File: config.mk
export PLATFORM = sky130hd
export DESIGN_NAME = id_merge_flat
export DESIGN_NICKNAME = d
export VERILOG_FILES = /design/src/logic/mips_pkg.sv /design/src/logic/decode_if.sv /design/src/logic/id_merge.sv /design/src/flat_wrapper.sv
export VERILOG_INCLUDE_DIRS = /design/src /design/src/logic
export SDC_FILE = /design/constraint.sdc
export NUM_CORES = 1
export LEC_CHECK = 0
export BUFFER_PORTS_ARGS = -buffer_cell sky130_fd_sc_hd__buf_4
export CORE_UTILIZATION = 45
export CTS_CLUSTER_SIZE = 40
export DETAILED_ROUTE_END_ITERATION = 16
export PLACE_DENSITY = 0.95
export SLEW_MARGIN = 20
export SYNTH_ARGS = -nofsm -noshare
export SYNTH_HDL_FRONTEND = slang
export SYNTH_SLANG_ARGS = --single-unit
File: constraint.sdc
create_clock -name clk -period 1.45 [get_ports clk]
set_input_delay 0.29 -clock clk [delete_from_list [all_inputs] [get_ports clk]]
set_output_delay 0.29 -clock clk [all_outputs]
set_load 0.005 [all_outputs]
File: src/logic/mips_consts.svh
`ifndef MIPS_CONSTS_SVH
`define MIPS_CONSTS_SVH

`define MIPS_OPC_W      6
`define MIPS_FN_W       6
`define MIPS_REG_W      5
`define MIPS_SHAMT_W    5

`define MIPS_OPC_SPECIAL    6'h00
`define MIPS_OPC_REGIMM     6'h01
`define MIPS_OPC_J          6'h02
`define MIPS_OPC_JAL        6'h03
`define MIPS_OPC_BEQ        6'h04
`define MIPS_OPC_BNE        6'h05
`define MIPS_OPC_BLEZ       6'h06
`define MIPS_OPC_BGTZ       6'h07
`define MIPS_OPC_ADDI       6'h08
`define MIPS_OPC_ADDIU      6'h09
`define MIPS_OPC_SLTI       6'h0a
`define MIPS_OPC_SLTIU      6'h0b
`define MIPS_OPC_ANDI       6'h0c
`define MIPS_OPC_ORI        6'h0d
`define MIPS_OPC_XORI       6'h0e
`define MIPS_OPC_LUI        6'h0f
`define MIPS_OPC_COP0       6'h10
`define MIPS_OPC_SPECIAL2   6'h1c
`define MIPS_OPC_LB         6'h20
`define MIPS_OPC_LH         6'h21
`define MIPS_OPC_LW         6'h23
`define MIPS_OPC_LBU        6'h24
`define MIPS_OPC_LHU        6'h25
`define MIPS_OPC_SB         6'h28
`define MIPS_OPC_SH         6'h29
`define MIPS_OPC_SW         6'h2b

// rt field selects the REGIMM branch
`define MIPS_RT_BLTZ    5'h00
`define MIPS_RT_BGEZ    5'h01

`define MIPS_FN_SLL     6'h00
`define MIPS_FN_SRL     6'h02
`define MIPS_FN_SRA     6'h03
`define MIPS_FN_SLLV    6'h04
`define MIPS_FN_SRLV    6'h06
`define MIPS_FN_SRAV    6'h07
`define MIPS_FN_JR      6'h08
`define MIPS_FN_JALR    6'h09
`define MIPS_FN_MOVZ    6'h0a
`define MIPS_FN_MOVN    6'h0b
`define MIPS_FN_MFHI    6'h10
`define MIPS_FN_MTHI    6'h11
`define MIPS_FN_MFLO    6'h12
`define MIPS_FN_MTLO    6'h13
`define MIPS_FN_MULT    6'h18
`define MIPS_FN_MULTU   6'h19
`define MIPS_FN_DIV     6'h1a
`define MIPS_FN_DIVU    6'h1b
`define MIPS_FN_ADD     6'h20
`define MIPS_FN_ADDU    6'h21
`define MIPS_FN_SUB     6'h22
`define MIPS_FN_SUBU    6'h23
`define MIPS_FN_AND     6'h24
`define MIPS_FN_OR      6'h25
`define MIPS_FN_XOR     6'h26
`define MIPS_FN_NOR     6'h27
`define MIPS_FN_SLT     6'h2a
`define MIPS_FN_SLTU    6'h2b

// special2 funct space
`define MIPS_FN_MADD    6'h00
`define MIPS_FN_MADDU   6'h01
`define MIPS_FN_MUL     6'h02
`define MIPS_FN_MSUB    6'h04
`define MIPS_FN_MSUBU   6'h05
`define MIPS_FN_CLZ     6'h20
`define MIPS_FN_CLO     6'h21

`define MIPS_RA         5'd31

`endif

File: src/logic/mips_pkg.sv
`include "mips_consts.svh"

package mips_pkg;

    typedef logic [`MIPS_REG_W-1:0]   reg_idx_t;
    typedef logic [`MIPS_SHAMT_W-1:0] shamt_t;
    typedef logic [`MIPS_OPC_W-1:0]   opc_t;
    typedef logic [`MIPS_FN_W-1:0]    funct_t;

    typedef enum logic [7:0] {
        OP_SLL,
        OP_SRL,
        OP_SRA,
        OP_SLLV,
        OP_SRLV,
        OP_SRAV,
        OP_JR,
        OP_JALR,
        OP_MOVZ,
        OP_MOVN,
        OP_MFHI,
        OP_MTHI,
        OP_MFLO,
        OP_MTLO,
        OP_MULT,
        OP_DIV,
        OP_ADD,
        OP_SUB,
        OP_AND,
        OP_OR,
        OP_XOR,
        OP_NOR,
        OP_SLT,
        OP_MFC0,
        OP_MADD,
        OP_MUL,
        OP_MSUB,
        OP_CLZ,
        OP_CLO,
        OP_ADDI,
        OP_SLTI,
        OP_ANDI,
        OP_ORI,
        OP_XORI,
        OP_LUI,
        OP_LB,
        OP_LBU,
        OP_LH,
        OP_LHU,
        OP_LW,
        OP_SB,
        OP_SH,
        OP_SW,
        OP_BEQ,
        OP_BNE,
        OP_BLEZ,
        OP_BGTZ,
        OP_BLTZ,
        OP_BGEZ,
        OP_J,
        OP_JAL,
        OP_INVALID = 8'hff
    } op_e;

endpackage

File: src/logic/decode_if.sv
`timescale 1ns/1ps

interface decode_if;

    mips_pkg::op_e      op;
    mips_pkg::reg_idx_t reg_s;
    mips_pkg::reg_idx_t reg_t;
    mips_pkg::reg_idx_t reg_d;
    mips_pkg::shamt_t   shift;
    logic [31:0]        imm;
    logic               flag_unsigned;

    modport producer (
        output op,
        output reg_s,
        output reg_t,
        output reg_d,
        output shift,
        output imm,
        output flag_unsigned
    );

    modport consumer (
        input op,
        input reg_s,
        input reg_t,
        input reg_d,
        input shift,
        input imm,
        input flag_unsigned
    );

endinterface

File: src/logic/id_merge.sv
`timescale 1ns/1ps

module id_merge (
    input  logic               clk,
    input  logic               arst_n,
    input  logic               inst_valid,
    decode_if.consumer         r_dec,
    decode_if.consumer         i_dec,
    output logic               dec_valid,
    output mips_pkg::op_e      op,
    output mips_pkg::reg_idx_t reg_s,
    output mips_pkg::reg_idx_t reg_t,
    output mips_pkg::reg_idx_t reg_d,
    output mips_pkg::shamt_t   shift,
    output logic [31:0]        imm,
    output logic               flag_unsigned,
    output logic               illegal
);

    logic r_legal;
    logic i_legal;
    logic use_i;

    assign r_legal = (r_dec.op != mips_pkg::OP_INVALID);
    assign i_legal = (i_dec.op != mips_pkg::OP_INVALID);
    assign use_i   = i_legal;    // r side when neither is legal

    always_ff @(posedge clk or negedge arst_n) begin
        if (!arst_n) begin
            dec_valid <= 1'b0;
            illegal   <= 1'b0;
            op        <= mips_pkg::OP_INVALID;
        end else begin
            dec_valid <= inst_valid;    // one pulse per sampled word
            if (inst_valid) begin
                op      <= use_i ? i_dec.op : r_dec.op;
                illegal <= !r_legal && !i_legal;
            end
        end
    end

    always_ff @(posedge clk) begin
        if (inst_valid) begin
            reg_s         <= use_i ? i_dec.reg_s : r_dec.reg_s;
            reg_t         <= use_i ? i_dec.reg_t : r_dec.reg_t;
            reg_d         <= use_i ? i_dec.reg_d : r_dec.reg_d;
            shift         <= use_i ? i_dec.shift : r_dec.shift;
            imm           <= use_i ? i_dec.imm : r_dec.imm;
            flag_unsigned <= use_i ? i_dec.flag_unsigned : r_dec.flag_unsigned;
        end
    end

    // opcode sets of the two decoders must not overlap
    a_one_legal: assert property (@(posedge clk) disable iff (!arst_n)
        inst_valid |-> !(r_legal && i_legal))
        else $error("id_merge: both decoders legal");

    a_illegal_op: assert property (@(posedge clk) disable iff (!arst_n)
        illegal |-> (op == mips_pkg::OP_INVALID))
        else $error("id_merge: illegal set with op %h", op);

endmodule

File: src/flat_wrapper.sv
// flat-port wrapper written by rule: the top's interface ports become plain ports
module id_merge_flat 
  (clk, arst_n, inst_valid, dec_valid, op, reg_s, reg_t, reg_d, shift, imm, flag_unsigned, illegal, r_dec_op, r_dec_reg_s, r_dec_reg_t, r_dec_reg_d, r_dec_shift, r_dec_imm, r_dec_flag_unsigned, i_dec_op, i_dec_reg_s, i_dec_reg_t, i_dec_reg_d, i_dec_shift, i_dec_imm, i_dec_flag_unsigned);
  decode_if r_dec_i ();
  decode_if i_dec_i ();
  input  logic clk;
  input  logic arst_n;
  input  logic inst_valid;
  output logic dec_valid;
  output mips_pkg::op_e op;
  output mips_pkg::reg_idx_t reg_s;
  output mips_pkg::reg_idx_t reg_t;
  output mips_pkg::reg_idx_t reg_d;
  output mips_pkg::shamt_t shift;
  output logic [31:0] imm;
  output logic flag_unsigned;
  output logic illegal;
  input wire logic [$bits(r_dec_i.op)-1:0] r_dec_op;
  input wire logic [$bits(r_dec_i.reg_s)-1:0] r_dec_reg_s;
  input wire logic [$bits(r_dec_i.reg_t)-1:0] r_dec_reg_t;
  input wire logic [$bits(r_dec_i.reg_d)-1:0] r_dec_reg_d;
  input wire logic [$bits(r_dec_i.shift)-1:0] r_dec_shift;
  input wire logic [$bits(r_dec_i.imm)-1:0] r_dec_imm;
  input wire logic [$bits(r_dec_i.flag_unsigned)-1:0] r_dec_flag_unsigned;
  input wire logic [$bits(i_dec_i.op)-1:0] i_dec_op;
  input wire logic [$bits(i_dec_i.reg_s)-1:0] i_dec_reg_s;
  input wire logic [$bits(i_dec_i.reg_t)-1:0] i_dec_reg_t;
  input wire logic [$bits(i_dec_i.reg_d)-1:0] i_dec_reg_d;
  input wire logic [$bits(i_dec_i.shift)-1:0] i_dec_shift;
  input wire logic [$bits(i_dec_i.imm)-1:0] i_dec_imm;
  input wire logic [$bits(i_dec_i.flag_unsigned)-1:0] i_dec_flag_unsigned;
  assign r_dec_i.op = r_dec_op;
  assign r_dec_i.reg_s = r_dec_reg_s;
  assign r_dec_i.reg_t = r_dec_reg_t;
  assign r_dec_i.reg_d = r_dec_reg_d;
  assign r_dec_i.shift = r_dec_shift;
  assign r_dec_i.imm = r_dec_imm;
  assign r_dec_i.flag_unsigned = r_dec_flag_unsigned;
  assign i_dec_i.op = i_dec_op;
  assign i_dec_i.reg_s = i_dec_reg_s;
  assign i_dec_i.reg_t = i_dec_reg_t;
  assign i_dec_i.reg_d = i_dec_reg_d;
  assign i_dec_i.shift = i_dec_shift;
  assign i_dec_i.imm = i_dec_imm;
  assign i_dec_i.flag_unsigned = i_dec_flag_unsigned;
  id_merge u_core (.clk(clk), .arst_n(arst_n), .inst_valid(inst_valid), .r_dec(r_dec_i), .i_dec(i_dec_i), .dec_valid(dec_valid), .op(op), .reg_s(reg_s), .reg_t(reg_t), .reg_d(reg_d), .shift(shift), .imm(imm), .flag_unsigned(flag_unsigned), .illegal(illegal));
endmodule
==> results by group <==
Setup path
  • CP arrival: 980 ps
  • Reg2Reg Depth: 2
  • CP startpoint kind: flip-flop
  • CP endpoint kind: primary output
  • Crit Path Class: reg -> out
  • Crit-path leading delay family: flip-flops
  • Worst path bufs/invs: 1
  • Critical Path, Cell by Cell: buf_4
  • Instance count on the critical path: 1
  • Crit-path max FO: 2
  • Crit path largest cell delay: roughly 540 ps
  • Slowest CP cell: dfstp_2
  • CP required: 1160 ps

Logic synthesis
  • FF+latch count, synth: 63
  • Synthesis warning total: 0
  • Compound-Gate Fraction of Synth Area: 4.14%
  • Cell variety after synth: 19
  • EDFF count, synth: 53
  • Top FF cell, synth: edfxtp_1
  • Largest family of logic cells by synthesized area: multiplexers
  • Cells after Synth: 155
  • Post-synthesis mux area share: 24.7%
  • Syn Nets: 280
  • Register area share after synthesis: 64.6%
  • Post-synthesis adder-cell area fraction: 0%
  • Synth top area cells: edfxtp_1, mux2_4, mux2_1
  • Most common cell in the netlist: edfxtp_1
  • Synth Area in Simple Gates: around 2.9%
  • Ys async rst share: roughly 16%
  • Commonest cells in the netlist: edfxtp_1, mux2_4, mux2_1
  • Synth Area in XOR/XNOR: 0%
  • Leading area contributor after synthesis: edfxtp_1
  • Synth top area share: between 50% and 60%
  • Post-Syn Area: 0.00287 sq mm
  • Avg Synthesized Cell Area: 18.5 sq um

Min path
  • Hold path depth: 2
  • Hold Crit Class: in -> reg

Floorplan
  • FP Rows: 28
  • Core Footprint: 0.00603 sq mm
  • Starting density of the core: 47.6%
  • Die Wd: 81.8 microns
  • Die height: between 80 and 90 microns
  • Die Area: 0.00670 sq mm
  • # IOs: 188

Timing
  • Slew @ Worst Pin: 409 ps
  • Final TNS setup: 0 ps
  • RSZ-0062 raised after global routing: no
  • Clk_skew: 0 ps
  • Max Clk Rate: 0.790 GHz
  • Rel. slew slack: between 70 and 80%
  • Final setup viols: 0
  • Pins Over Slew Limit: 0
  • Final hold violation count: 0
  • Fin crit share: between 80 and 90%
  • Min setup slack post-route: 185 ps
  • Min cycle time layout: 1270 ps

Pwr
  • Leakage: 0.00205 uW
  • PD cells: a little over 900 mW/mm^2
  • Worst VDD drop: 0.688 mV
  • Clock power share: a little under a third
  • Logic pwr share: 16.6%
  • Switch Pwr: 893 uW
  • Switching portion of total power: 21.2%
  • Internal Power: 3320 uW
  • Sequential Power Share: between 50% and 60%

Global routing
  • Largest net degree at the start of global routing: 36
  • Total GRT Usage: between 20% and 30%
  • Total gr overflow: 0
  • First-pass GRT wire length: 10400 microns
  • Initial antenna violation count: 0
  • Vias in the first global route: about 2200

Clock tree
  • PostCTS Resize Cnt: 0
  • Clk_lat worst skew: 320 ps
  • Max Buffers Root-to-Sink: 2
  • CTS H-tree lvls: 3
  • Num CTS Buffers: 9
  • Clock Pin Slew Worst Setup and Hold Paths: 70 ps
  • CTS tree: done
  • Clock sinks: 63
  • CTS Root Cell: clkbuf_8

Cells and area
  • Fill cells: 370
  • Post-layout util: 75.8%
  • Layout Cells excl Fill: around 430
  • Area Growth Syn to Fin: 59.3%
  • Area of the multi-input gates: roughly 910 sq um
  • ANT cells: 0
  • Nets@finish: 479
  • Sequential cell area: 0.00185 sq mm
  • Layout cell share with drive strength beyond 1: 69.4%

Run
  • Max_cap viols: 0

Placement
  • Port buffer count: 187
  • Pre-CTS setup slack: -117 ps
  • Placed insts: 417
  • RD Place Congestion: 0.682
  • Post-DP HPWL: 5760 microns

Run status
  • Status: finished clean

Drt
  • Routed vias: 2146
  • Vias per cell: 4.94
  • Detailed Route WL: approximately 7400 microns
  • Detailed Routing Iterations Pass 1: 4
  • Post-DRT Antenna Nets: 0
  • Routed WL per cell: 17.1 microns
  • Drt first-iter violations: 53
  • Post-route DRC: 0
[per-stage QoR]
stage	instance area (sq um)	hold slack (ps)	power (uW)
2_1_floorplan	2870	-5.59	2360
3_3_place_gp	4390	124	2890
3_5_place_dp	4390	126	2930
4_1_cts	4570	225	4240
5_1_grt	4570	233	4370
6_report	4570	234	4210
[logic make-up (layout without fill, tap and decap cells)]
| kind of cell | Yosys count | after routing |
|---|---|---|
| DFF | 63 | 63 |
| AOI/OAI and AO/OA | 17 | 17 |
| buffers and inverters | 15 | 219 |
| muxes | 53 | 53 |
| and+or+nand+nor | 7 | 7 |
[path summary, 6_finish.rpt]
kind / startpoint / to / slack (ps)
setup / recovery: u_core.op[4] / op[4] / 180
hold / removal: i_dec_imm[5] / u_core.imm[5] / 230
setup reg to reg: u_core.op[5] / u_core.op[5] / 610
hold reg to reg: u_core.op[3] / u_core.op[3] / 480
max in group asynchronous: arst_n / u_core.op[2] / 910
min in group asynchronous: arst_n / u_core.illegal / 320
[power by group through the flow]
stage / Sequential, uW / Combinational, uW / Clock [uW]
floorplan: 2240 / 120 / 0
global placement: 2210 / 674 / 0
detailed placement: 2220 / 705 / 0
CTS: 2190 / 710 / 1350
global route: 2200 / 751 / 1430
finish: 2180 / 700 / 1320
[routing by layer]
metal	up-vias	routed length, microns	GRT usage, %
met5	-	0	0
met4	0	164	10.7
li1	1002	-	-
met1	1010	2370	20.5
met3	13	612	6.00
met2	121	4260	43.1
[repair_timing]
item                      4_1_cts  5_1_grt
hold endpoints to repair       10        0
hold buffers                    1        0
setup buffers                   0        0
[sequential cells by signal, indices dropped and copies added, names as in the netlist]
name	count
u_core.reg_s	5
u_core.flag_unsigned	1
u_core.shift	5
u_core.imm	32
u_core.dec_valid	1
u_core.illegal	1
u_core.reg_t	5
u_core.reg_d	5
u_core.op	8
[area by class of cell]
cell class	count	area share, %
multi-input cells	77	19.9
repair buffers	194	33.0
clock buffers	14	3.56
flip-flops and latches	63	40.5
inverters	9	0.739
well taps	75	2.05
clock inverters	2	0.164
[layout by cell type, fill, tap and decap left out, drive strengths merged]
master         n
a22o           1
buf          193
clkbuf        14
clkinv         2
dfrtp          2
dfstp          8
dlygate4sd3    1
edfxtp        53
inv            9
mux2          53
nand2          1
nand3          1
nand4          3
nor2           1
nor3           1
o21ai          8
o311ai         8
Note: power is estimated with default switching activity, not from simulation.
