$ cat src/logic/mips_consts.svh
`ifndef MIPS_CONSTS_SVH
`define MIPS_CONSTS_SVH

`define MIPS_OPC_W      6
`define MIPS_FN_W       6
`define MIPS_REG_W      5
`define MIPS_SHAMT_W    5

`define MIPS_OPC_SPECIAL    6'h00
`define MIPS_OPC_REGIMM     6'h01
`define MIPS_OPC_J          6'h02
`define MIPS_OPC_JAL        6'h03
`define MIPS_OPC_BEQ        6'h04
`define MIPS_OPC_BNE        6'h05
`define MIPS_OPC_BLEZ       6'h06
`define MIPS_OPC_BGTZ       6'h07
`define MIPS_OPC_ADDI       6'h08
`define MIPS_OPC_ADDIU      6'h09
`define MIPS_OPC_SLTI       6'h0a
`define MIPS_OPC_SLTIU      6'h0b
`define MIPS_OPC_ANDI       6'h0c
`define MIPS_OPC_ORI        6'h0d
`define MIPS_OPC_XORI       6'h0e
`define MIPS_OPC_LUI        6'h0f
`define MIPS_OPC_COP0       6'h10
`define MIPS_OPC_SPECIAL2   6'h1c
`define MIPS_OPC_LB         6'h20
`define MIPS_OPC_LH         6'h21
`define MIPS_OPC_LW         6'h23
`define MIPS_OPC_LBU        6'h24
`define MIPS_OPC_LHU        6'h25
`define MIPS_OPC_SB         6'h28
`define MIPS_OPC_SH         6'h29
`define MIPS_OPC_SW         6'h2b

// rt field selects the REGIMM branch
`define MIPS_RT_BLTZ    5'h00
`define MIPS_RT_BGEZ    5'h01

`define MIPS_FN_SLL     6'h00
`define MIPS_FN_SRL     6'h02
`define MIPS_FN_SRA     6'h03
`define MIPS_FN_SLLV    6'h04
`define MIPS_FN_SRLV    6'h06
`define MIPS_FN_SRAV    6'h07
`define MIPS_FN_JR      6'h08
`define MIPS_FN_JALR    6'h09
`define MIPS_FN_MOVZ    6'h0a
`define MIPS_FN_MOVN    6'h0b
`define MIPS_FN_MFHI    6'h10
`define MIPS_FN_MTHI    6'h11
`define MIPS_FN_MFLO    6'h12
`define MIPS_FN_MTLO    6'h13
`define MIPS_FN_MULT    6'h18
`define MIPS_FN_MULTU   6'h19
`define MIPS_FN_DIV     6'h1a
`define MIPS_FN_DIVU    6'h1b
`define MIPS_FN_ADD     6'h20
`define MIPS_FN_ADDU    6'h21
`define MIPS_FN_SUB     6'h22
`define MIPS_FN_SUBU    6'h23
`define MIPS_FN_AND     6'h24
`define MIPS_FN_OR      6'h25
`define MIPS_FN_XOR     6'h26
`define MIPS_FN_NOR     6'h27
`define MIPS_FN_SLT     6'h2a
`define MIPS_FN_SLTU    6'h2b

// special2 funct space
`define MIPS_FN_MADD    6'h00
`define MIPS_FN_MADDU   6'h01
`define MIPS_FN_MUL     6'h02
`define MIPS_FN_MSUB    6'h04
`define MIPS_FN_MSUBU   6'h05
`define MIPS_FN_CLZ     6'h20
`define MIPS_FN_CLO     6'h21

`define MIPS_RA         5'd31

`endif

$ cat src/logic/mips_pkg.sv
`include "mips_consts.svh"

package mips_pkg;

    typedef logic [`MIPS_REG_W-1:0]   reg_idx_t;
    typedef logic [`MIPS_SHAMT_W-1:0] shamt_t;
    typedef logic [`MIPS_OPC_W-1:0]   opc_t;
    typedef logic [`MIPS_FN_W-1:0]    funct_t;

    typedef enum logic [7:0] {
        OP_SLL,
        OP_SRL,
        OP_SRA,
        OP_SLLV,
        OP_SRLV,
        OP_SRAV,
        OP_JR,
        OP_JALR,
        OP_MOVZ,
        OP_MOVN,
        OP_MFHI,
        OP_MTHI,
        OP_MFLO,
        OP_MTLO,
        OP_MULT,
        OP_DIV,
        OP_ADD,
        OP_SUB,
        OP_AND,
        OP_OR,
        OP_XOR,
        OP_NOR,
        OP_SLT,
        OP_MFC0,
        OP_MADD,
        OP_MUL,
        OP_MSUB,
        OP_CLZ,
        OP_CLO,
        OP_ADDI,
        OP_SLTI,
        OP_ANDI,
        OP_ORI,
        OP_XORI,
        OP_LUI,
        OP_LB,
        OP_LBU,
        OP_LH,
        OP_LHU,
        OP_LW,
        OP_SB,
        OP_SH,
        OP_SW,
        OP_BEQ,
        OP_BNE,
        OP_BLEZ,
        OP_BGTZ,
        OP_BLTZ,
        OP_BGEZ,
        OP_J,
        OP_JAL,
        OP_INVALID = 8'hff
    } op_e;

endpackage

$ cat src/logic/decode_if.sv
`timescale 1ns/1ps

interface decode_if;

    mips_pkg::op_e      op;
    mips_pkg::reg_idx_t reg_s;
    mips_pkg::reg_idx_t reg_t;
    mips_pkg::reg_idx_t reg_d;
    mips_pkg::shamt_t   shift;
    logic [31:0]        imm;
    logic               flag_unsigned;

    modport producer (
        output op,
        output reg_s,
        output reg_t,
        output reg_d,
        output shift,
        output imm,
        output flag_unsigned
    );

    modport consumer (
        input op,
        input reg_s,
        input reg_t,
        input reg_d,
        input shift,
        input imm,
        input flag_unsigned
    );

endinterface

$ cat src/logic/id_i.sv
`timescale 1ns/1ps
`include "mips_consts.svh"

module id_i (
    input  logic [31:0] inst,
    decode_if.producer  dec
);

    mips_pkg::opc_t     opc;
    mips_pkg::reg_idx_t rt;
    logic [15:0]        imm16;
    logic [31:0]        imm_sext;

    assign opc      = inst[31:26];
    assign rt       = inst[20:16];
    assign imm16    = inst[15:0];
    assign imm_sext = {{16{imm16[15]}}, imm16};

    assign dec.reg_s = inst[25:21];
    assign dec.reg_t = rt;
    assign dec.shift = '0;

    always_comb begin
        dec.op            = mips_pkg::OP_INVALID;
        dec.reg_d         = '0;               // stores, branches, j
        dec.imm           = imm_sext;
        dec.flag_unsigned = 1'b0;
        case (opc)
            `MIPS_OPC_ADDI, `MIPS_OPC_ADDIU: begin
                dec.op            = mips_pkg::OP_ADDI;
                dec.reg_d         = rt;
                dec.flag_unsigned = (opc == `MIPS_OPC_ADDIU);
            end
            `MIPS_OPC_SLTI, `MIPS_OPC_SLTIU: begin
                dec.op            = mips_pkg::OP_SLTI;
                dec.reg_d         = rt;
                dec.flag_unsigned = (opc == `MIPS_OPC_SLTIU);
            end
            `MIPS_OPC_ANDI: begin
                dec.op    = mips_pkg::OP_ANDI;
                dec.reg_d = rt;
                dec.imm   = {16'h0000, imm16};    // logic ops zero extend
            end
            `MIPS_OPC_ORI: begin
                dec.op    = mips_pkg::OP_ORI;
                dec.reg_d = rt;
                dec.imm   = {16'h0000, imm16};
            end
            `MIPS_OPC_XORI: begin
                dec.op    = mips_pkg::OP_XORI;
                dec.reg_d = rt;
                dec.imm   = {16'h0000, imm16};
            end
            `MIPS_OPC_LUI: begin
                dec.op    = mips_pkg::OP_LUI;
                dec.reg_d = rt;
                dec.imm   = {imm16, 16'h0000};
            end
            `MIPS_OPC_LB: begin
                dec.op    = mips_pkg::OP_LB;
                dec.reg_d = rt;
            end
            `MIPS_OPC_LBU: begin
                dec.op            = mips_pkg::OP_LBU;
                dec.reg_d         = rt;
                dec.flag_unsigned = 1'b1;
            end
            `MIPS_OPC_LH: begin
                dec.op    = mips_pkg::OP_LH;
                dec.reg_d = rt;
            end
            `MIPS_OPC_LHU: begin
                dec.op            = mips_pkg::OP_LHU;
                dec.reg_d         = rt;
                dec.flag_unsigned = 1'b1;
            end
            `MIPS_OPC_LW: begin
                dec.op    = mips_pkg::OP_LW;
                dec.reg_d = rt;
            end
            `MIPS_OPC_SB:   dec.op = mips_pkg::OP_SB;
            `MIPS_OPC_SH:   dec.op = mips_pkg::OP_SH;
            `MIPS_OPC_SW:   dec.op = mips_pkg::OP_SW;
            `MIPS_OPC_BEQ:  dec.op = mips_pkg::OP_BEQ;
            `MIPS_OPC_BNE:  dec.op = mips_pkg::OP_BNE;
            `MIPS_OPC_BLEZ: dec.op = mips_pkg::OP_BLEZ;
            `MIPS_OPC_BGTZ: dec.op = mips_pkg::OP_BGTZ;
            `MIPS_OPC_REGIMM: begin
                case (rt)
                    `MIPS_RT_BLTZ: dec.op = mips_pkg::OP_BLTZ;
                    `MIPS_RT_BGEZ: dec.op = mips_pkg::OP_BGEZ;
                    default:       dec.op = mips_pkg::OP_INVALID;
                endcase
            end
            `MIPS_OPC_J: begin
                dec.op  = mips_pkg::OP_J;
                dec.imm = {6'b000000, inst[25:0]};    // word target, no shift here
            end
            `MIPS_OPC_JAL: begin
                dec.op    = mips_pkg::OP_JAL;
                dec.reg_d = `MIPS_RA;
                dec.imm   = {6'b000000, inst[25:0]};
            end
            default: begin
                dec.op = mips_pkg::OP_INVALID;    // special, special2, cop0, unused
            end
        endcase
    end

endmodule

$ cat src/flat_wrapper.sv
// flat-port wrapper written by rule: the top's interface ports become plain ports
module id_i_flat 
  (inst, dec_op, dec_reg_s, dec_reg_t, dec_reg_d, dec_shift, dec_imm, dec_flag_unsigned);
  decode_if dec_i ();
  input  logic [31:0] inst;
  output wire logic [$bits(dec_i.op)-1:0] dec_op;
  output wire logic [$bits(dec_i.reg_s)-1:0] dec_reg_s;
  output wire logic [$bits(dec_i.reg_t)-1:0] dec_reg_t;
  output wire logic [$bits(dec_i.reg_d)-1:0] dec_reg_d;
  output wire logic [$bits(dec_i.shift)-1:0] dec_shift;
  output wire logic [$bits(dec_i.imm)-1:0] dec_imm;
  output wire logic [$bits(dec_i.flag_unsigned)-1:0] dec_flag_unsigned;
  assign dec_op = dec_i.op;
  assign dec_reg_s = dec_i.reg_s;
  assign dec_reg_t = dec_i.reg_t;
  assign dec_reg_d = dec_i.reg_d;
  assign dec_shift = dec_i.shift;
  assign dec_imm = dec_i.imm;
  assign dec_flag_unsigned = dec_i.flag_unsigned;
  id_i u_core (.inst(inst), .dec(dec_i));
endmodule
$ cat config.mk
export PLATFORM = sky130hd
export DESIGN_NAME = id_i_flat
export DESIGN_NICKNAME = d
export VERILOG_FILES = /design/src/logic/mips_pkg.sv /design/src/logic/decode_if.sv /design/src/logic/id_i.sv /design/src/flat_wrapper.sv
export VERILOG_INCLUDE_DIRS = /design/src /design/src/logic
export SDC_FILE = /design/constraint.sdc
export NUM_CORES = 1
export LEC_CHECK = 0
export BUFFER_PORTS_ARGS = -buffer_cell sky130_fd_sc_hd__buf_2
export CAP_MARGIN = 10
export CORE_MARGIN = 2
export CORE_UTILIZATION = 38
export DETAILED_ROUTE_END_ITERATION = 8
export MAX_ROUTING_LAYER = met4
export PLACE_DENSITY = 0.95
export SLEW_MARGIN = 20
export SYNTH_ARGS = -nofsm -noshare
export SYNTH_HDL_FRONTEND = slang
export SYNTH_SLANG_ARGS = --single-unit
export TNS_END_PERCENT = 100
$ cat constraint.sdc
create_clock -name vclk -period 1.8
set_input_delay 0.18 -clock vclk [all_inputs]
set_output_delay 0.18 -clock vclk [all_outputs]
set_load 0.005 [all_outputs]
==> results of run 1 <==
## worst paths after layout
kind	from	endpoint
hold / removal	inst[24]	dec_reg_s[3]
setup / recovery	inst[28]	dec_imm[19]
## per-stage QoR
step	utilization [%]	hold WS, ns	area [µm²]	setup WS, ns	cells
finish	59.4	0.543	1330	0.115	240
CTS	59.0	0.543	1320	0.0966	240
floorplan	-	0.441	917	0.319	138
global route	59.4	0.559	1330	0.0101	240
global placement	59.0	0.542	1320	0.135	240
detailed placement	59.0	0.543	1320	0.0968	240
## cell usage in the layout, fill, tap and decap left out, types with 2 or more instances in the layout
cell,count
buf_2,88
a211oi_1,3
buf_4,12
conb_1,5
o311ai_1,3
nor2_1,11
inv_1,2
a221o_1,10
nor2b_1,18
o21ai_1,2
o21ai_0,3
a21o_1,13
nand2_1,6
nor4_1,2
a31oi_1,2
nor3_1,2
a21oi_1,7
## logic make-up (layout without fill, tap and decap cells)
kind of cell	Yosys count	after routing	share of synthesized area, %
AO/OA/AOI/OAI	49	49	41.9
other	1	5	0.416
buffers and inverters	30	104	21.6
XOR/XNOR	1	1	0.971
AND/OR/NAND/NOR	52	52	34.0
multiplexers	1	1	1.11
## metal layers
layer  routed length [µm]  GRT usage (%)  vias up
met5                    0              -        -
met1                 1150           23.5      579
met2                 1500           36.9       73
li1                     -              -      634
met4                    0          0.427        0
met3                  314          0.571        0
## power by group through the flow
stage	registers, mW	logic, mW	clock network (mW)
final	0	0.300	0
after global routing	0	0.334	0
after CTS	0	0.299	0
after detailed placement	0	0.298	0
after global placement	0	0.292	0
after floorplan	0	0.175	0
## repair_timing
action,4_1_cts,5_1_grt
setup endpoints to repair,0,8
resized for setup,0,1
endpoints found under the hold margin,0,0
## worst max-delay path: stages
cell	delay (ns)
buf_2	0.17
or3b_1	0.44
nand2_1	0.13
a21boi_4	0.13
a221o_1	0.32
buf_2	0.13
## cell type report
cell class,instances,area (µm²)
multi-input combinational,108,729
fill,213,907
tap,28,35.0
timing repair buffer,101,551
inverter,3,11.3
==> out/results.tsv, run 1 <==
stage	metric	value	unit
global_routing	grt_use_total	19.3	%
final_layout	seq_cells	0	
worst_setup_path	critPathRequiredTime	1.62	ns
placed_design	port_buffers	88	
power_and_ir_drop	switching_power	0.148	mW
floorplan	dieArea	2780	µm²
global_routing	grt_pass1_wl	4190	µm
worst_setup_path	startpoint_type	input pin	
clocking	postCtsHoldBufs	0	
final_layout	drive_above_1_share	50.0	%
power_and_ir_drop	p_sw_share	49.2	%
detailed_routing	drc	0	
status	status	complete, no violations	
final_layout	nClkBuffers	0	
job	drv_cap	0	
global_routing	grt_max_degree	33	
global_routing	grt-ovfl-total	0	
sta	setup_viol	0	
power_and_ir_drop	power_density	227	nW/µm²
worst_setup_path	path_max_fanout	16	
yosys	synth.distinct_cells	42	
yosys	synth_top_area_share	15.0	%
detailed_routing	wl_per_cell	12.3	µm
power_and_ir_drop	ir_drop	0.111	mV
placed_design	gp_congestion	0.966	
final_layout	diodes	0	
global_routing	antenna_found_initial	0	
power_and_ir_drop	internal_power	0.153	mW
yosys	ys_warn_count	0	
floorplan	die_x	52.7	µm
yosys	synthCells	134	
yosys	ys_top_cells_by_area	buf_4 15%, nor2b_1 12%, a221o_1 11%, a21o_1 11%, nor2_1 4.6%	
floorplan	coreArea	2230	µm²
sta	period_minus_slack	1.69	ns
floorplan	rows	17	
worst_setup_path	endpoint_kind	output port	
yosys	synth_common_cells	18 x buf_4, 18 x nor2b_1, 13 x a21o_1	
detailed_routing	routed_wl	2960	µm
power_and_ir_drop	finalPower	0.300	mW
sta	fmax	593	MHz
floorplan	io_pins	93	
clocking	postCtsSetupBuffers	0	
worst_setup_path	worstPathArrival	1.51	ns
final_layout	ff_latch_area	0	µm²
final_layout	area_delta_synth_final	47.0	%
floorplan	start_util	40.4	%
sta	slew_violations	0	
yosys	synth_area_leader_cell	buf_4	
detailed_routing	first_pass_iters	4	
sta	hold_viol_final	0	
final_layout	nets	246	
floorplan	die_h	52.7	µm
detailed_routing	vias	1286	
min_path	hold_path_class	in -> out	
placed_design	dp_hpwl	2420	µm
yosys	ys_seq_area_share	0	%
worst_setup_path	critPathKind	in -> out	
power_and_ir_drop	p_clk_share	0	%
detailed_routing	ant_nets	0	
yosys	synth_area_per_cell	6.73	µm²
power_and_ir_drop	p_leak	0.766	nW
min_path	min_path_cells	2	
sta	rsz0062_at_grt	false	
detailed_routing	vias_per_cell	5.36	
yosys	netlist_area	902	µm²
detailed_routing	drt_iter0_drc	35	
global_routing	grt_pass1_vias	975	
power_and_ir_drop	pwr-share-seq	0	%
power_and_ir_drop	p_comb_share	100.0	%
sta	period_share	93.6	%
sta	setup_tns	0	ns
Note: power is estimated with default switching activity, not from simulation.
==> run 2, diff against run 1 <==
- clock period: 1.8 -> 1.7 ns (I/O delays scaled with it)
==> run 2 against run 1 <==
Net effect: flip-flop and latch count did not move; power rose by 9.7%; count of clock-buffer cells in the layout did not move; sequential share of layout area did not move; combinational power rose by 10%; die area did not move; critical path depth rose by 1; final cell count rose by 0.83%; design area rose by 2.7%; critical endpoint is now dec_op[0]; largest power group unchanged; highest routed layer is now met4.
==> out/results.tsv, run 2 (synthesized netlist as in run 1, its figures left out) <==
stage	metric	value	unit	change
detailed_routing	wl_per_cell	13.0	µm	+5.2%
detailed_routing	first_pass_iters	4		unchanged
sta	setup_viol	0		unchanged
global_routing	grt_max_degree	33		unchanged
detailed_routing	vias_per_cell	5.45		+1.6%
floorplan	io_pins	93		unchanged
floorplan	dieArea	2780	µm²	unchanged
sta	fmax	597	MHz	
detailed_routing	vias	1318		+2.5%
worst_setup_path	path_max_fanout	9		-7
floorplan	coreArea	2230	µm²	unchanged
worst_setup_path	startpoint_type	input pin		
floorplan	rows	17		unchanged
power_and_ir_drop	switching_power	0.163	mW	+10%
final_layout	seq_cells	0		unchanged
worst_setup_path	crit_slowest_cell	or4_1		
final_layout	drive_above_1_share	52.8	%	+2.8 points
power_and_ir_drop	p_sw_share	49.4	%	+0.21 points
detailed_routing	routed_wl	3140	µm	+6.1%
min_path	hold_path_class	in -> out		
worst_setup_path	critPathRequiredTime	1.53	ns	-0.09 ns
floorplan	die_h	52.7	µm	unchanged
worst_setup_path	path_buf_inv	3		+1
worst_setup_path	critPathKind	in -> out		
sta	period_share	98.6	%	
final_layout	final_cell_mix	88 x buf_2, 18 x nor2b_1, 14 x buf_4		
final_layout	nClkBuffers	0		unchanged
worst_setup_path	endpoint_kind	output port		
sta	period_minus_slack	1.68	ns	
placed_design	gp_congestion	0.961		-0.57%
global_routing	antenna_found_initial	0		unchanged
power_and_ir_drop	pwr-share-seq	0	%	unchanged
worst_setup_path	critPathTopFamily	buffers and inverters		
worst_setup_path	worstPathArrival	1.51	ns	about the same
placed_design	dpl_cell_area	1330	µm²	+1.1%
detailed_routing	drc	0		unchanged
worst_setup_path	cp_cell_sequence	buf_2 > buf_4 > or4_1 > a21oi_2 > nor4_2 > o311ai_1 > buf_2		
final_layout	area_delta_synth_final	51.0	%	
final_layout	stdcell_area	1360	µm²	+2.7%
final_layout	nFillCells	223		+4.7%
final_layout	final_cells	242		+0.83%
power_and_ir_drop	p_leak	0.777	nW	+1.4%
detailed_routing	ant_nets	0		unchanged
sta	setup_tns	0	ns	unchanged
global_routing	grt_use_total	20.8	%	+1.5 points
placed_design	port_buffers	88		unchanged
sta	fin_hold_ws	0.522	ns	-0.0209 ns
power_and_ir_drop	internal_power	0.167	mW	+9.3%
worst_setup_path	cpMostUsedCell	buf_2		
status	status	complete, no violations		
final_layout	nets	248		+0.81%
power_and_ir_drop	ir_drop	0.150	mV	+35%
power_and_ir_drop	p_clk_share	0	%	unchanged
floorplan	start_util	40.4	%	unchanged
final_layout	diodes	0		unchanged
job	drv_cap	0		unchanged
worst_setup_path	cpPeakStageDelay	0.42	ns	-0.02 ns
detailed_routing	drt_iter0_drc	30		-14%
sta	rsz0062_at_grt	true		
final_layout	layout_commonest_cell	buf_2		
placed_design	dp_cells	242		+0.83%
final_layout	ff_latch_area	0	µm²	unchanged
clocking	postCtsHoldBufs	0		unchanged
global_routing	grt_pass1_wl	4440	µm	+5.9%
floorplan	die_x	52.7	µm	unchanged
placed_design	dp_hpwl	2560	µm	+6.0%
power_and_ir_drop	p_comb_share	100.0	%	about the same
sta	slew_violations	0		unchanged
global_routing	grt_pass1_vias	1045		+7.2%
sta	hold_viol_final	0		unchanged
power_and_ir_drop	power_density	242	nW/µm²	+6.8%
global_routing	grt-ovfl-total	0		unchanged
-- run 2: stage by stage --
step           util (%)  worst slack, ns  total power, mW
6_report           61.0           0.0243            0.330
5_1_grt            61.0          -0.0384            0.365
4_1_cts            60.0          0.00108            0.324
3_5_place_dp       59.7          -0.0487            0.321
3_3_place_gp       59.7           0.0507            0.313
2_1_floorplan         -            0.239            0.185
-- run 2: path summary, 6_finish.rpt --
| path | start | end | slack, ns | cells after the start |
|---|---|---|---|---|
| worst max-delay path | inst[31] | dec_op[0] | 0.02 | 7 |
| worst min-delay path | inst[24] | dec_reg_s[3] | 0.52 | 2 |
-- run 2: area by class of cell --
cell class | count | area [µm²] | area share (%)
well taps | 28 | 35.0 | 2.57
repair buffers | 103 | 566 | 41.5
inverters | 3 | 11.3 | 0.826
multi-input cells | 108 | 751 | 55.1
-- run 2: power by group through the flow --
stage,Clock (mW),Combinational (mW),Sequential (mW)
global placement,0,0.313,0
global route,0,0.365,0
CTS,0,0.324,0
finish,0,0.330,0
detailed placement,0,0.321,0
floorplan,0,0.185,0
-- run 2: repair_timing --
| action | 4_1_cts | 5_1_grt |
|---|---|---|
| pin swaps | 0 | 1 |
| setup buffers | 0 | 0 |
| resized for setup | 1 | 5 |
| gates cloned | 0 | 0 |
| endpoints found under the setup margin | 1 | 21 |
-- run 2: layer usage --
layer  up-vias  global-route usage (%)  part of all wire (%)
met4         0                    4.70                   2.0
met1       594                    22.5                    39
met2        73                    40.4                    51
met3         8                    1.71                   8.3
met5         -                       -                     0
li1        643                       -                     -
==> run 3, diff against run 2 <==
- RECOVER_POWER: default -> 50
- SETUP_SLACK_MARGIN: default -> 0.2
==> run 3 against run 2 <==
Net effect: combinational power up 29%; maximum frequency is 2.1% higher; sequential share of layout area did not move; final cell count grew 6.6%; non-clock buffer count rose by 15; utilization is 18 points higher; power up 29%; setup slack improved by 0.035 ns; via count up 8.1%; flip-flop and latch count unchanged; largest power group unchanged.
==> out/results.tsv, run 3 (synthesized netlist as in run 1, its figures left out) <==
stage	metric	value	unit	change
final_layout	layout_commonest_cell	buf_2		
global_routing	grt_pass1_vias	1231		+18%
clocking	postCtsHoldBufs	0		unchanged
final_layout	final_cell_mix	66 x buf_2, 20 x buf_4, 17 x nor2b_1		
floorplan	dieArea	2780	µm²	unchanged
sta	period_minus_slack	1.64	ns	-0.0348 ns
final_layout	diodes	0		unchanged
worst_setup_path	startpoint_type	input pin		
sta	setup_viol	0		unchanged
final_layout	nets	264		+6.5%
min_path	hold_path_class	in -> out		
detailed_routing	drt_iter0_drc	33		+10%
sta	fmax	609	MHz	+2.1%
worst_setup_path	cp_cell_sequence	buf_6 > or3b_4 > nor3_4 > clkbuf_1 > buf_16 > nor2b_1 > buf_2		
final_layout	ff_latch_area	0	µm²	unchanged
sta	slew_violations	0		unchanged
status	status	complete, no violations		
global_routing	grt_use_total	27.0	%	+6.2 points
placed_design	dp_hpwl	2560	µm	unchanged
sta	setup_tns	0	ns	unchanged
placed_design	port_buffers	88		unchanged
floorplan	coreArea	2230	µm²	unchanged
power_and_ir_drop	power_density	242	nW/µm²	+0.18%
sta	hold_viol_final	0		unchanged
global_routing	antenna_found_initial	0		unchanged
detailed_routing	vias	1425		+8.1%
final_layout	seq_cells	0		unchanged
global_routing	grt_max_degree	17		-48%
placed_design	gp_congestion	0.961		unchanged
worst_setup_path	endpoint_kind	output port		
global_routing	grt-ovfl-total	0		unchanged
detailed_routing	ant_nets	0		unchanged
final_layout	nFillCells	151		-32%
worst_setup_path	critPathRequiredTime	1.53	ns	about the same
floorplan	io_pins	93		unchanged
power_and_ir_drop	ir_drop	0.172	mV	+14%
worst_setup_path	crit_slowest_cell	or3b_4		
floorplan	die_h	52.7	µm	unchanged
final_layout	final_cells	258		+6.6%
worst_setup_path	worstPathArrival	1.47	ns	-0.04 ns
final_layout	nClkBuffers	0		unchanged
detailed_routing	first_pass_iters	4		unchanged
power_and_ir_drop	p_leak	0.896	nW	+15%
detailed_routing	vias_per_cell	5.52		+1.4%
global_routing	grt_pass1_wl	5610	µm	+26%
final_layout	area_delta_synth_final	94.7	%	
job	drv_cap	0		unchanged
worst_setup_path	path_max_fanout	16		+7
detailed_routing	wl_per_cell	16.0	µm	+23%
floorplan	start_util	40.4	%	unchanged
floorplan	die_x	52.7	µm	unchanged
detailed_routing	routed_wl	4120	µm	+31%
sta	period_share	96.5	%	-2.0 points
detailed_routing	drc	0		unchanged
placed_design	dp_cells	242		unchanged
sta	rsz0062_at_grt	true		
floorplan	rows	17		unchanged
worst_setup_path	critPathKind	in -> out		
worst_setup_path	cpPeakStageDelay	0.44	ns	+0.02 ns
final_layout	fin_util	78.7	%	+18 points
final_layout	drive_above_1_share	57.0	%	+4.2 points
==> run 3: cell count changes in the layout (fill, tap and decap cells not counted), sizes merged <==
cell	change
clkbuf	+16
buf	-2
a21boi	+1
bufbuf	+1
==> run 3: layout make-up <==
type / count / area, µm² / area share, %
well taps: 28 / 35.0 / 1.99
repair buffers: 118 / 806 / 45.9
inverters: 3 / 13.8 / 0.783
multi-input cells: 109 / 902 / 51.4
==> run 3: timing repair <==
action | in CTS | in global routing
endpoints found under the setup margin | 28 | 44
gates resized for setup | 44 | 19
setup buffers | 7 | 5
cloned | 4 | 0
pin swaps | 12 | 10
endpoints found under the hold margin | 0 | 0
==> run 3: final timing paths <==
kind | start | end | slack, ns | cells past startpoint
min | inst[23] | dec_reg_s[2] | 0.52 | 2
max | inst[30] | dec_imm[0] | 0.06 | 7
==> run 3: critical path, delay by kind of cell <==
kind / cells / cell delay, ns
AND/OR/NAND/NOR: 3 / 0.68
buffers and inverters: 4 / 0.62
==> run 3: layer usage <==
metal  vias to the layer above  share of wire, %  GRT usage (%)
met2                        77                53           51.5
li1                        680                 -              -
met1                       662                38           32.1
met5                         -                 0              -
met4                         0               1.2           3.85
met3                         6               7.7          0.286
==> run 3: report_power, final <==
part	switching, mW	internal [mW]
clock	0	0
sequential	0	0
combinational	0.205	0.221
==> run 3: stage by stage <==
stage | total power, mW | hold slack, ns | area, µm² | setup WS [ns]
6_report | 0.426 | 0.523 | 1760 | 0.0591
5_1_grt | 0.460 | 0.535 | 1760 | 0.0396
4_1_cts | 0.387 | 0.523 | 1660 | 0.117
3_5_place_dp | 0.321 | 0.523 | 1330 | -0.0487
3_3_place_gp | 0.313 | 0.522 | 1330 | 0.0507
2_1_floorplan | 0.185 | 0.421 | 917 | 0.239
